==> config.mk <==
export PLATFORM = sky130hd
export DESIGN_NAME = posit_sub_top
export DESIGN_NICKNAME = d
export VERILOG_FILES = /design/src/posit_pkg.sv /design/src/posit_lod.sv /design/src/posit_decode.sv /design/src/posit_align_add.sv /design/src/posit_normalize.sv /design/src/posit_round_pack.sv /design/src/posit_sub_top.sv
export SDC_FILE = /design/constraint.sdc
export NUM_CORES = 1
export LEC_CHECK = 0
export BUFFER_PORTS_ARGS = -buffer_cell sky130_fd_sc_hd__buf_2
export CAP_MARGIN = 20
export CORE_UTILIZATION = 42
export CTS_CLUSTER_DIAMETER = 80
export CTS_CLUSTER_SIZE = 28
export DETAILED_ROUTE_END_ITERATION = 8
export GPL_TIMING_DRIVEN = 1
export SYNTH_ARGS = -nofsm -noshare
export SYNTH_HDL_FRONTEND = slang
export SYNTH_HIERARCHICAL = 1
export SYNTH_SLANG_ARGS = --single-unit
==> constraint.sdc <==
create_clock -name Clk -period 46.9 [get_ports Clk]
set_clock_uncertainty 0.05 [all_clocks]
set_input_delay 7.035 -clock Clk [delete_from_list [all_inputs] [get_ports Clk]]
set_output_delay 7.035 -clock Clk [all_outputs]
set_load 0.005 [all_outputs]
==> src/posit_pkg.sv <==
package posit_pkg;

   ////////////////////
   // Format widths
   ////////////////////

   localparam int POSIT_N   = 32;
   localparam int POSIT_ES  = 2;
   // log2 of the word width, sizes every run count
   localparam int POSIT_BS  = 5;
   // Signed regime count followed by the exponent
   localparam int SCALE_W   = POSIT_ES + POSIT_BS + 1;
   // Hidden bit plus the fraction left after the exponent
   localparam int FRAC_W    = POSIT_N - POSIT_ES + 1;

   // Regime fill, exponent and fraction before the regime shift
   localparam int PACK_W    = 2 * POSIT_N + 3;
   // Packed string plus room for the bits shifted out
   localparam int WIDE_W    = 3 * POSIT_N + 3;
   // From this regime shift on no fraction bit survives
   localparam int RND_LIMIT = POSIT_N - POSIT_ES - 2;

   ////////////////////
   // Stage types
   ////////////////////

   typedef logic [POSIT_N-1:0] posit_t;

   // One operand taken apart
   typedef struct packed {
      logic                rc;
      logic [POSIT_BS-1:0] regime;
      logic [POSIT_ES-1:0] exp;
      logic [FRAC_W-1:0]   frac;
   } posit_fields_t;

   // Input register stage
   typedef struct packed {
      logic   start;
      posit_t in_a;
      posit_t in_b;
   } operands_t;

   // Aligned sum, scale of the larger operand
   typedef struct packed {
      logic               sign;
      logic [SCALE_W-1:0] scale;
      logic [POSIT_N:0]   sum;
   } sum_t;

   // Leading one itself travels as has_one
   typedef struct packed {
      logic                sign;
      logic [POSIT_N-2:0]  frac;
      logic [POSIT_ES-1:0] exp;
      logic [POSIT_BS-1:0] rshift;
      logic                scale_neg;
      logic                has_one;
   } norm_t;

   typedef struct packed {
      posit_t word;
      logic   nar;
      logic   zero;
   } result_t;

endpackage

==> src/posit_lod.sv <==
module posit_lod
   import posit_pkg::*;
(
   input  posit_t              in_i,
   output logic [POSIT_BS-1:0] count_o
);

   // Per level node valids and counts, level 0 is the single bits
   logic [POSIT_N-1:0]  vld [POSIT_BS+1];
   logic [POSIT_BS-1:0] cnt [POSIT_BS+1][POSIT_N];

   assign vld[0] = in_i;

   genvar lvl;
   genvar node;

   generate
      for (node = 0; node < POSIT_N; node++)
      begin : g_leaf
         assign cnt[0][node] = '0;
      end

      // Each node merges an upper and a lower half
      for (lvl = 1; lvl <= POSIT_BS; lvl++)
      begin : g_level
         for (node = 0; node < (POSIT_N >> lvl); node++)
         begin : g_node
            assign vld[lvl][node] = vld[lvl-1][2*node+1] | vld[lvl-1][2*node];
            // Upper half wins, else skip the whole upper half
            assign cnt[lvl][node] = vld[lvl-1][2*node+1] ? cnt[lvl-1][2*node+1] :
               (cnt[lvl-1][2*node] | (POSIT_BS'(vld[lvl-1][2*node]) << (lvl - 1)));
         end
      end
   endgenerate

   // All zero input reads as zero
   assign count_o = cnt[POSIT_BS][0];

endmodule

==> src/posit_decode.sv <==
module posit_decode
   import posit_pkg::*;
(
   input  posit_t        mag_i,
   output posit_fields_t fields_o
);

   logic                rc;
   posit_t              run_word;
   logic [POSIT_BS-1:0] run_len;
   posit_t              body;
   logic                nonzero;

   ////////////////////
   // Regime run
   ////////////////////

   // Direction bit sits right below the sign
   assign rc = mag_i[POSIT_N-2];

   // Ones become zeros so a single LOD counts both kinds of run
   assign run_word = rc ? ~mag_i : mag_i;

   // Top bit is always zero here and counts as the first run bit
   // rc in the lsb stops a run of all ones
   posit_lod i_lod
   (
      .in_i    ({run_word[POSIT_N-2:0], rc}),
      .count_o (run_len)
   );

   assign fields_o.rc = rc;

   // A run of ones encodes one less than its length
   assign fields_o.regime = rc ? run_len - 1'b1 : run_len;

   ////////////////////
   // Exponent and fraction
   ////////////////////

   // Drop sign and first run bit, then the rest of the run and its stop bit
   assign body = {mag_i[POSIT_N-3:0], 2'b00} << run_len;

   assign fields_o.exp = body[POSIT_N-1 -: POSIT_ES];

   // Hidden one only for a nonzero word
   assign nonzero = |mag_i;

   assign fields_o.frac = {nonzero, body[POSIT_N-POSIT_ES-1:0]};

endmodule

==> src/posit_align_add.sv <==
module posit_align_add
   import posit_pkg::*;
(
   input  posit_fields_t fields_a_i,
   input  posit_fields_t fields_b_i,
   input  logic          sign_a_i,
   input  logic          sign_b_i,
   input  posit_t        mag_a_i,
   input  posit_t        mag_b_i,
   output sum_t          sum_o
);

   logic                a_large;
   logic                add_op;
   posit_fields_t       f_l;
   posit_fields_t       f_s;
   logic [SCALE_W-1:0]  scale_l;
   logic [SCALE_W-1:0]  scale_s;
   logic [SCALE_W-1:0]  diff;
   logic [POSIT_BS-1:0] shift;
   posit_t              frac_l;
   posit_t              frac_s;
   posit_t              frac_s_sh;

   // Run length to signed regime count
   function automatic logic [POSIT_BS:0] signed_regime(input logic rc,
                                                       input logic [POSIT_BS-1:0] run);
      signed_regime = rc ? {1'b0, run} : -{1'b0, run};
   endfunction

   ////////////////////
   // Compare and swap
   ////////////////////

   // Magnitudes compare as plain integers
   assign a_large = mag_a_i[POSIT_N-2:0] >= mag_b_i[POSIT_N-2:0];

   // Same signs add, different signs subtract
   assign add_op = sign_a_i ~^ sign_b_i;

   assign f_l = a_large ? fields_a_i : fields_b_i;
   assign f_s = a_large ? fields_b_i : fields_a_i;

   ////////////////////
   // Scale difference
   ////////////////////

   assign scale_l = {signed_regime(f_l.rc, f_l.regime), f_l.exp};
   assign scale_s = {signed_regime(f_s.rc, f_s.regime), f_s.exp};

   // Never negative after the swap, fits unsigned
   assign diff = scale_l - scale_s;

   // Past the word width everything shifts out anyway
   assign shift = (|diff[SCALE_W-1:POSIT_BS]) ? '1 : diff[POSIT_BS-1:0];

   ////////////////////
   // Align and add
   ////////////////////

   assign frac_l = {f_l.frac, {POSIT_ES-1{1'b0}}};
   assign frac_s = {f_s.frac, {POSIT_ES-1{1'b0}}};

   // Barrel shift of the smaller fraction
   assign frac_s_sh = frac_s >> shift;

   assign sum_o.sign  = a_large ? sign_a_i : sign_b_i;
   assign sum_o.scale = scale_l;
   // One extra bit keeps the carry
   assign sum_o.sum   = add_op ? {1'b0, frac_l} + {1'b0, frac_s_sh} :
                                 {1'b0, frac_l} - {1'b0, frac_s_sh};

endmodule

==> src/posit_normalize.sv <==
module posit_normalize
   import posit_pkg::*;
(
   input  sum_t  sum_i,
   output norm_t norm_o
);

   posit_t              lod_in;
   logic [POSIT_BS-1:0] lead;
   posit_t              shifted;
   posit_t              frac_n;
   logic [SCALE_W-1:0]  scale_r;
   logic [SCALE_W-1:0]  scale_abs;
   logic [POSIT_BS-1:0] run_base;

   ////////////////////
   // Leading one
   ////////////////////

   // Carry and top bit fold together, both need no left shift
   assign lod_in = {sum_i.sum[POSIT_N] | sum_i.sum[POSIT_N-1], sum_i.sum[POSIT_N-2:0]};

   posit_lod i_lod
   (
      .in_i    (lod_in),
      .count_o (lead)
   );

   assign shifted = sum_i.sum[POSIT_N:1] << lead;

   // No carry means the one still sits a place too low
   assign frac_n = shifted[POSIT_N-1] ? shifted : {shifted[POSIT_N-2:0], 1'b0};

   ////////////////////
   // Result scale
   ////////////////////

   assign scale_r = sum_i.scale - SCALE_W'(lead) + SCALE_W'(sum_i.sum[POSIT_N]);

   assign scale_abs = scale_r[SCALE_W-1] ? -scale_r : scale_r;
   assign run_base  = scale_abs[SCALE_W-2:POSIT_ES];

   // Exponent bits are the low scale bits for either sign
   assign norm_o.exp = scale_r[POSIT_ES-1:0];

   // Positive scale k needs k+1 ones
   // negative scale rounds its run up unless exactly divisible
   assign norm_o.rshift = (!scale_r[SCALE_W-1] || (|scale_abs[POSIT_ES-1:0])) ?
                          run_base + 1'b1 : run_base;

   assign norm_o.scale_neg = scale_r[SCALE_W-1];
   assign norm_o.sign      = sum_i.sign;
   assign norm_o.frac      = frac_n[POSIT_N-2:0];
   // Low when the difference cancelled to zero
   assign norm_o.has_one   = frac_n[POSIT_N-1];

endmodule

==> src/posit_round_pack.sv <==
module posit_round_pack
   import posit_pkg::*;
(
   input  norm_t  norm_i,
   input  logic   nar_i,
   input  logic   zero_i,
   output posit_t word_o
);

   logic [PACK_W-1:0]  pack;
   logic [WIDE_W-1:0]  wide;
   posit_t             trunc;
   logic               lsb;
   logic               guard;
   logic               rnd;
   logic               sticky;
   logic               ulp;
   posit_t             rounded;
   logic [POSIT_N-2:0] mag;
   posit_t             signed_word;

   ////////////////////
   // Packing
   ////////////////////

   // Fill of the opposite run bit, stop bit, exponent, fraction
   assign pack = {{POSIT_N{~norm_i.scale_neg}}, norm_i.scale_neg, norm_i.exp,
                  norm_i.frac, {3-POSIT_ES{1'b0}}};

   // Fill slides down into the top as the regime run, low part keeps what falls out
   assign wide = {pack, {POSIT_N{1'b0}}} >> norm_i.rshift;

   // Magnitude bits on top, guard bit at the bottom
   assign trunc = wide[2*POSIT_N+2:POSIT_N+3];

   ////////////////////
   // Round half to even
   ////////////////////

   assign lsb    = wide[POSIT_N+4];
   assign guard  = wide[POSIT_N+3];
   assign rnd    = wide[POSIT_N+2];
   assign sticky = |wide[POSIT_N+1:0];

   // Up when above half, or exactly half with an odd lsb
   assign ulp = guard & (rnd | sticky | lsb);

   // Adding at the guard carries into the lsb since guard is set
   assign rounded = (norm_i.rshift < RND_LIMIT) ? trunc + POSIT_N'(ulp) : trunc;

   // Guard dropped here
   assign mag = rounded[POSIT_N-1:1];

   ////////////////////
   // Sign and specials
   ////////////////////

   assign signed_word = norm_i.sign ? -{1'b0, mag} : {1'b0, mag};

   // NaR is the top bit alone, zero and cancellation give all zeros
   assign word_o = (nar_i | zero_i | ~norm_i.has_one) ?
                   {nar_i, {POSIT_N-1{1'b0}}} : signed_word;

endmodule

==> src/posit_sub_top.sv <==
module posit_sub_top
   import posit_pkg::*;
(
   input  logic   Clk,
   input  logic   rst,
   input  logic   start_i,
   input  posit_t in_a_i,
   input  posit_t in_b_i,
   output posit_t result_o,
   output logic   nar_o,
   output logic   zero_o,
   output logic   done_o
);

   operands_t     ops_q;
   result_t       res_d;
   result_t       res_q;
   logic          done_q;
   posit_t        op_a;
   posit_t        op_b;
   posit_t        mag_a;
   posit_t        mag_b;
   logic          tail_a;
   logic          tail_b;
   logic          nar;
   logic          zero;
   posit_fields_t fields_a;
   posit_fields_t fields_b;
   sum_t          sum;
   norm_t         norm;

   ////////////////////
   // Input stage
   ////////////////////

   always_ff @(posedge Clk)
   begin
      if (rst)
      begin
         ops_q <= '0;
      end
      else
      begin
         ops_q <= '{start: start_i, in_a: in_a_i, in_b: in_b_i};
      end
   end

   // a - b as a + (-b)
   assign op_a = ops_q.in_a;
   assign op_b = -ops_q.in_b;

   // Magnitudes for decode and compare
   assign mag_a = op_a[POSIT_N-1] ? -op_a : op_a;
   assign mag_b = op_b[POSIT_N-1] ? -op_b : op_b;

   // Special words have nothing below the sign
   assign tail_a = |op_a[POSIT_N-2:0];
   assign tail_b = |op_b[POSIT_N-2:0];

   assign nar  = (op_a[POSIT_N-1] & ~tail_a) | (op_b[POSIT_N-1] & ~tail_b);
   assign zero = ~(op_a[POSIT_N-1] | tail_a) & ~(op_b[POSIT_N-1] | tail_b);

   ////////////////////
   // Datapath
   ////////////////////

   posit_decode i_decode_a
   (
      .mag_i    (mag_a),
      .fields_o (fields_a)
   );

   posit_decode i_decode_b
   (
      .mag_i    (mag_b),
      .fields_o (fields_b)
   );

   posit_align_add i_align_add
   (
      .fields_a_i (fields_a),
      .fields_b_i (fields_b),
      .sign_a_i   (op_a[POSIT_N-1]),
      .sign_b_i   (op_b[POSIT_N-1]),
      .mag_a_i    (mag_a),
      .mag_b_i    (mag_b),
      .sum_o      (sum)
   );

   posit_normalize i_normalize
   (
      .sum_i  (sum),
      .norm_o (norm)
   );

   posit_round_pack i_round_pack
   (
      .norm_i (norm),
      .nar_i  (nar),
      .zero_i (zero),
      .word_o (res_d.word)
   );

   assign res_d.nar  = nar;
   assign res_d.zero = zero;

   ////////////////////
   // Output stage
   ////////////////////

   always_ff @(posedge Clk)
   begin
      if (rst)
      begin
         res_q  <= '0;
         done_q <= 1'b0;
      end
      else
      begin
         res_q  <= res_d;
         // Start rides along with its operands
         done_q <= ops_q.start;
      end
   end

   assign result_o = res_q.word;
   assign nar_o    = res_q.nar;
   assign zero_o   = res_q.zero;
   assign done_o   = done_q;

endmodule

==> impl_metrics.env <==
export IMPL_die_width_um=252.6
export IMPL_antenna_found_initial=0
export IMPL_end_kind="flop"
export IMPL_clock_path_buffers=2
export IMPL_synth_top_area_share_pct=7.687
export IMPL_cpPeakStageDelay_ps=770
export IMPL_clock_latency_ps=380
export IMPL_cp_data_required_time_ps=47100
export IMPL_start_util_pct=42.65
export IMPL_diodes=0
export IMPL_ys_warnings_count=6
export IMPL_cap_violations=0
export IMPL_netlist_area_um2=26370
export IMPL_start_kind="flop"
export IMPL_first_iter_violations=2639
export IMPL_relSlewSlack_pct=26.21
export IMPL_io_pins=102
export IMPL_async_reset_ff_share_pct=0
export IMPL_coreArea_um2=61830
export IMPL_finalCritPeriodShare_pct=55.31
export IMPL_synth_common_cells="nand2_1, nor2_1, a21oi_1"
export IMPL_drive_above_1_share_pct=14.74
export IMPL_cts_tree="done"
export IMPL_ys_seq_elements=100
export IMPL_grt_pass1_wl_um=134100
export IMPL_yosysTopAreaCell="mux4_2"
export IMPL_drtAntennaViolNets=0
export IMPL_clkSinkCount=100
export IMPL_vias_per_cell=6.129
export IMPL_io_buffers=101
export IMPL_cts_htree_levels=3
export IMPL_criticalPathCategory="reg2reg"
export IMPL_worstPathArrival_ps=26140
export IMPL_grt_pass1_vias=23860
export IMPL_fin_setup_tns_ps=0
export IMPL_syn_to_final_growth_pct=4.759
export IMPL_wl_per_cell_um=19.63
export IMPL_period_needed_ps=25940
export IMPL_ctsResizeCount=0
export IMPL_via_count=26500
export IMPL_gr_total_overflow=0
export IMPL_syn_mean_instance_area_um2=7.472
export IMPL_status="finished, final reports clean"
export IMPL_synth_cells=3529
export IMPL_drc=0
export IMPL_ys_dominant_reg_cell="dfxtp_1"
export IMPL_synth_yosys_seq_area_share_pct=7.592
export IMPL_dp_hpwl_um=66410
export IMPL_root_buffer="clkbuf_16"
export IMPL_max_slew_worst_pin_slew_ps=1099
export IMPL_synth_edf_count=0
export IMPL_grt_setup_unrepaired="false"
export IMPL_min_path_type="reg2reg"
export IMPL_holdBufCountCts=0
export IMPL_clkTransAtPathRegs_ps=80
export IMPL_synth_area_top_cells="mux4_2, dfxtp_1, mux2i_1, nand2_1, ha_1"
export IMPL_post_cts_buffers=0
export IMPL_hold_ws_ps=396.3
export IMPL_place_congestion=0.9768
export IMPL_hold_violations=0
export IMPL_drtPass1Iterations=6
export IMPL_fillCellCount=6385
export IMPL_yosysUniqueCellTypes=135
export IMPL_grt_max_degree=101
export IMPL_setup_viol=0
export IMPL_die_h_um=252.6
export IMPL_grt_usage_pct=25.79
export IMPL_drt_met1_wl_um=38970
export IMPL_dieArea_um2=63790
export IMPL_dr_wl_met3_um=5092
export IMPL_top_layer_used="met4"
export IMPL_crit_slowest_cell="clkinv_1"
export IMPL_cts_buffers=9
export IMPL_path_max_fanout=51
export IMPL_dr_wl_met2_um=38830
export IMPL_rows=91
export IMPL_nets=3669
export IMPL_synth_most_common_cell="nand2_1"
export IMPL_wirelength_um=84890
export IMPL_drv_slew=0
export IMPL_max_freq_mhz=38.55
[metrics by stage]
step	cells	area (um^2)	worst slack, ps	util (%)
6_report	4324	27620	20960	44.68
2_1_floorplan	3537	26400	25760	-
3_3_place_gp	4307	27320	21310	44.19
3_5_place_dp	4307	27320	20930	44.19
4_1_cts	4323	27610	20830	44.66
5_1_grt	4324	27620	18700	44.68
[cells by family (layout without fill, tap and decap cells)]
logic type	after synthesis	count (layout)	share of synthesized area, %
compound gates	847	847	22.74
simple gates	1455	1455	27.86
other cells	2	10	0.02848
fa+ha+maj	120	120	5.780
buf+inv	384	334	7.198
flops	100	100	7.592
mux	382	382	20.83
xor+xnor	239	239	7.967
[cell usage in the layout, fill, tap and decap left out, drive strengths merged, types with 32 or more instances in the layout]
| cell | netlist | final |
|---|---|---|
| a211oi | 55 | 55 |
| mux4 | 115 | 115 |
| nor2 | 327 | 327 |
| a21oi | 204 | 204 |
| and3 | 32 | 32 |
| and2 | 45 | 45 |
| inv | 144 | 148 |
| o21ai | 153 | 153 |
| mux2i | 173 | 173 |
| xor2 | 107 | 107 |
| nand4 | 41 | 41 |
| dfxtp | 100 | 100 |
| xnor2 | 132 | 132 |
| nand2 | 447 | 447 |
| o31ai | 36 | 36 |
| ha | 117 | 117 |
| nand3 | 106 | 106 |
| nor2b | 131 | 131 |
| a31oi | 43 | 43 |
| o211ai | 39 | 39 |
| nor3 | 99 | 99 |
| nand2b | 51 | 51 |
| mux2 | 94 | 94 |
| a21o | 38 | 38 |
| buf | 102 | 168 |
| nor4 | 66 | 66 |
[path summary, 6_finish.rpt]
check / from / end / slack [ps] / cells after the start
max: ops_q[0] / result_o[27] / 20960 / 93
min: ops_q[64] / done_o / 400 / 1
max reg2reg: ops_q[0] / result_o[27] / 20960 / 93
min reg2reg: ops_q[64] / done_o / 400 / 1
[registers in the layout, indices dropped and copies added (netlist names)]
register and flops:
ops_q 33, result_o 32, done_o 1, op_a 32, nar_o 1, zero_o 1
[layer usage]
| layer | up-vias | global-route usage [%] |
|---|---|---|
| met1 | 12410 | 36.30 |
| met5 | - | 0 |
| li1 | 12900 | - |
| met3 | 141 | 2.606 |
| met4 | 0 | 6.719 |
| met2 | 1054 | 41.73 |
[area by class of cell]
| type | count | area (um^2) | area share, % |
|---|---|---|---|
| Clock inverter | 6 | 53.80 | 0.1948 |
| Timing Repair Buffer | 168 | 1015 | 3.674 |
| Inverter | 150 | 563.0 | 2.038 |
| Clock buffer | 10 | 239.0 | 0.8652 |
| Sequential cell | 100 | 2002 | 7.247 |
| Multi-Input combinational cell | 3053 | 22700 | 82.19 |
| Tap cell | 837 | 1047 | 3.791 |
[worst max-delay path: cells and delay by family (launching register included)]
kind                       cells  cell delay (ps)
AOI/OAI and AO/OA             33             7500
buffers and inverters         10             4220
muxes                          4              970
and+or+nand+nor               32             8870
DFF                            1              460
adders and majority gates      7             2350
xor gates and xnor gates       7             1300
Power is left out: the tool's default activity adds up to more than one toggle a clock period on the data nets, which glitch-free logic cannot reach.
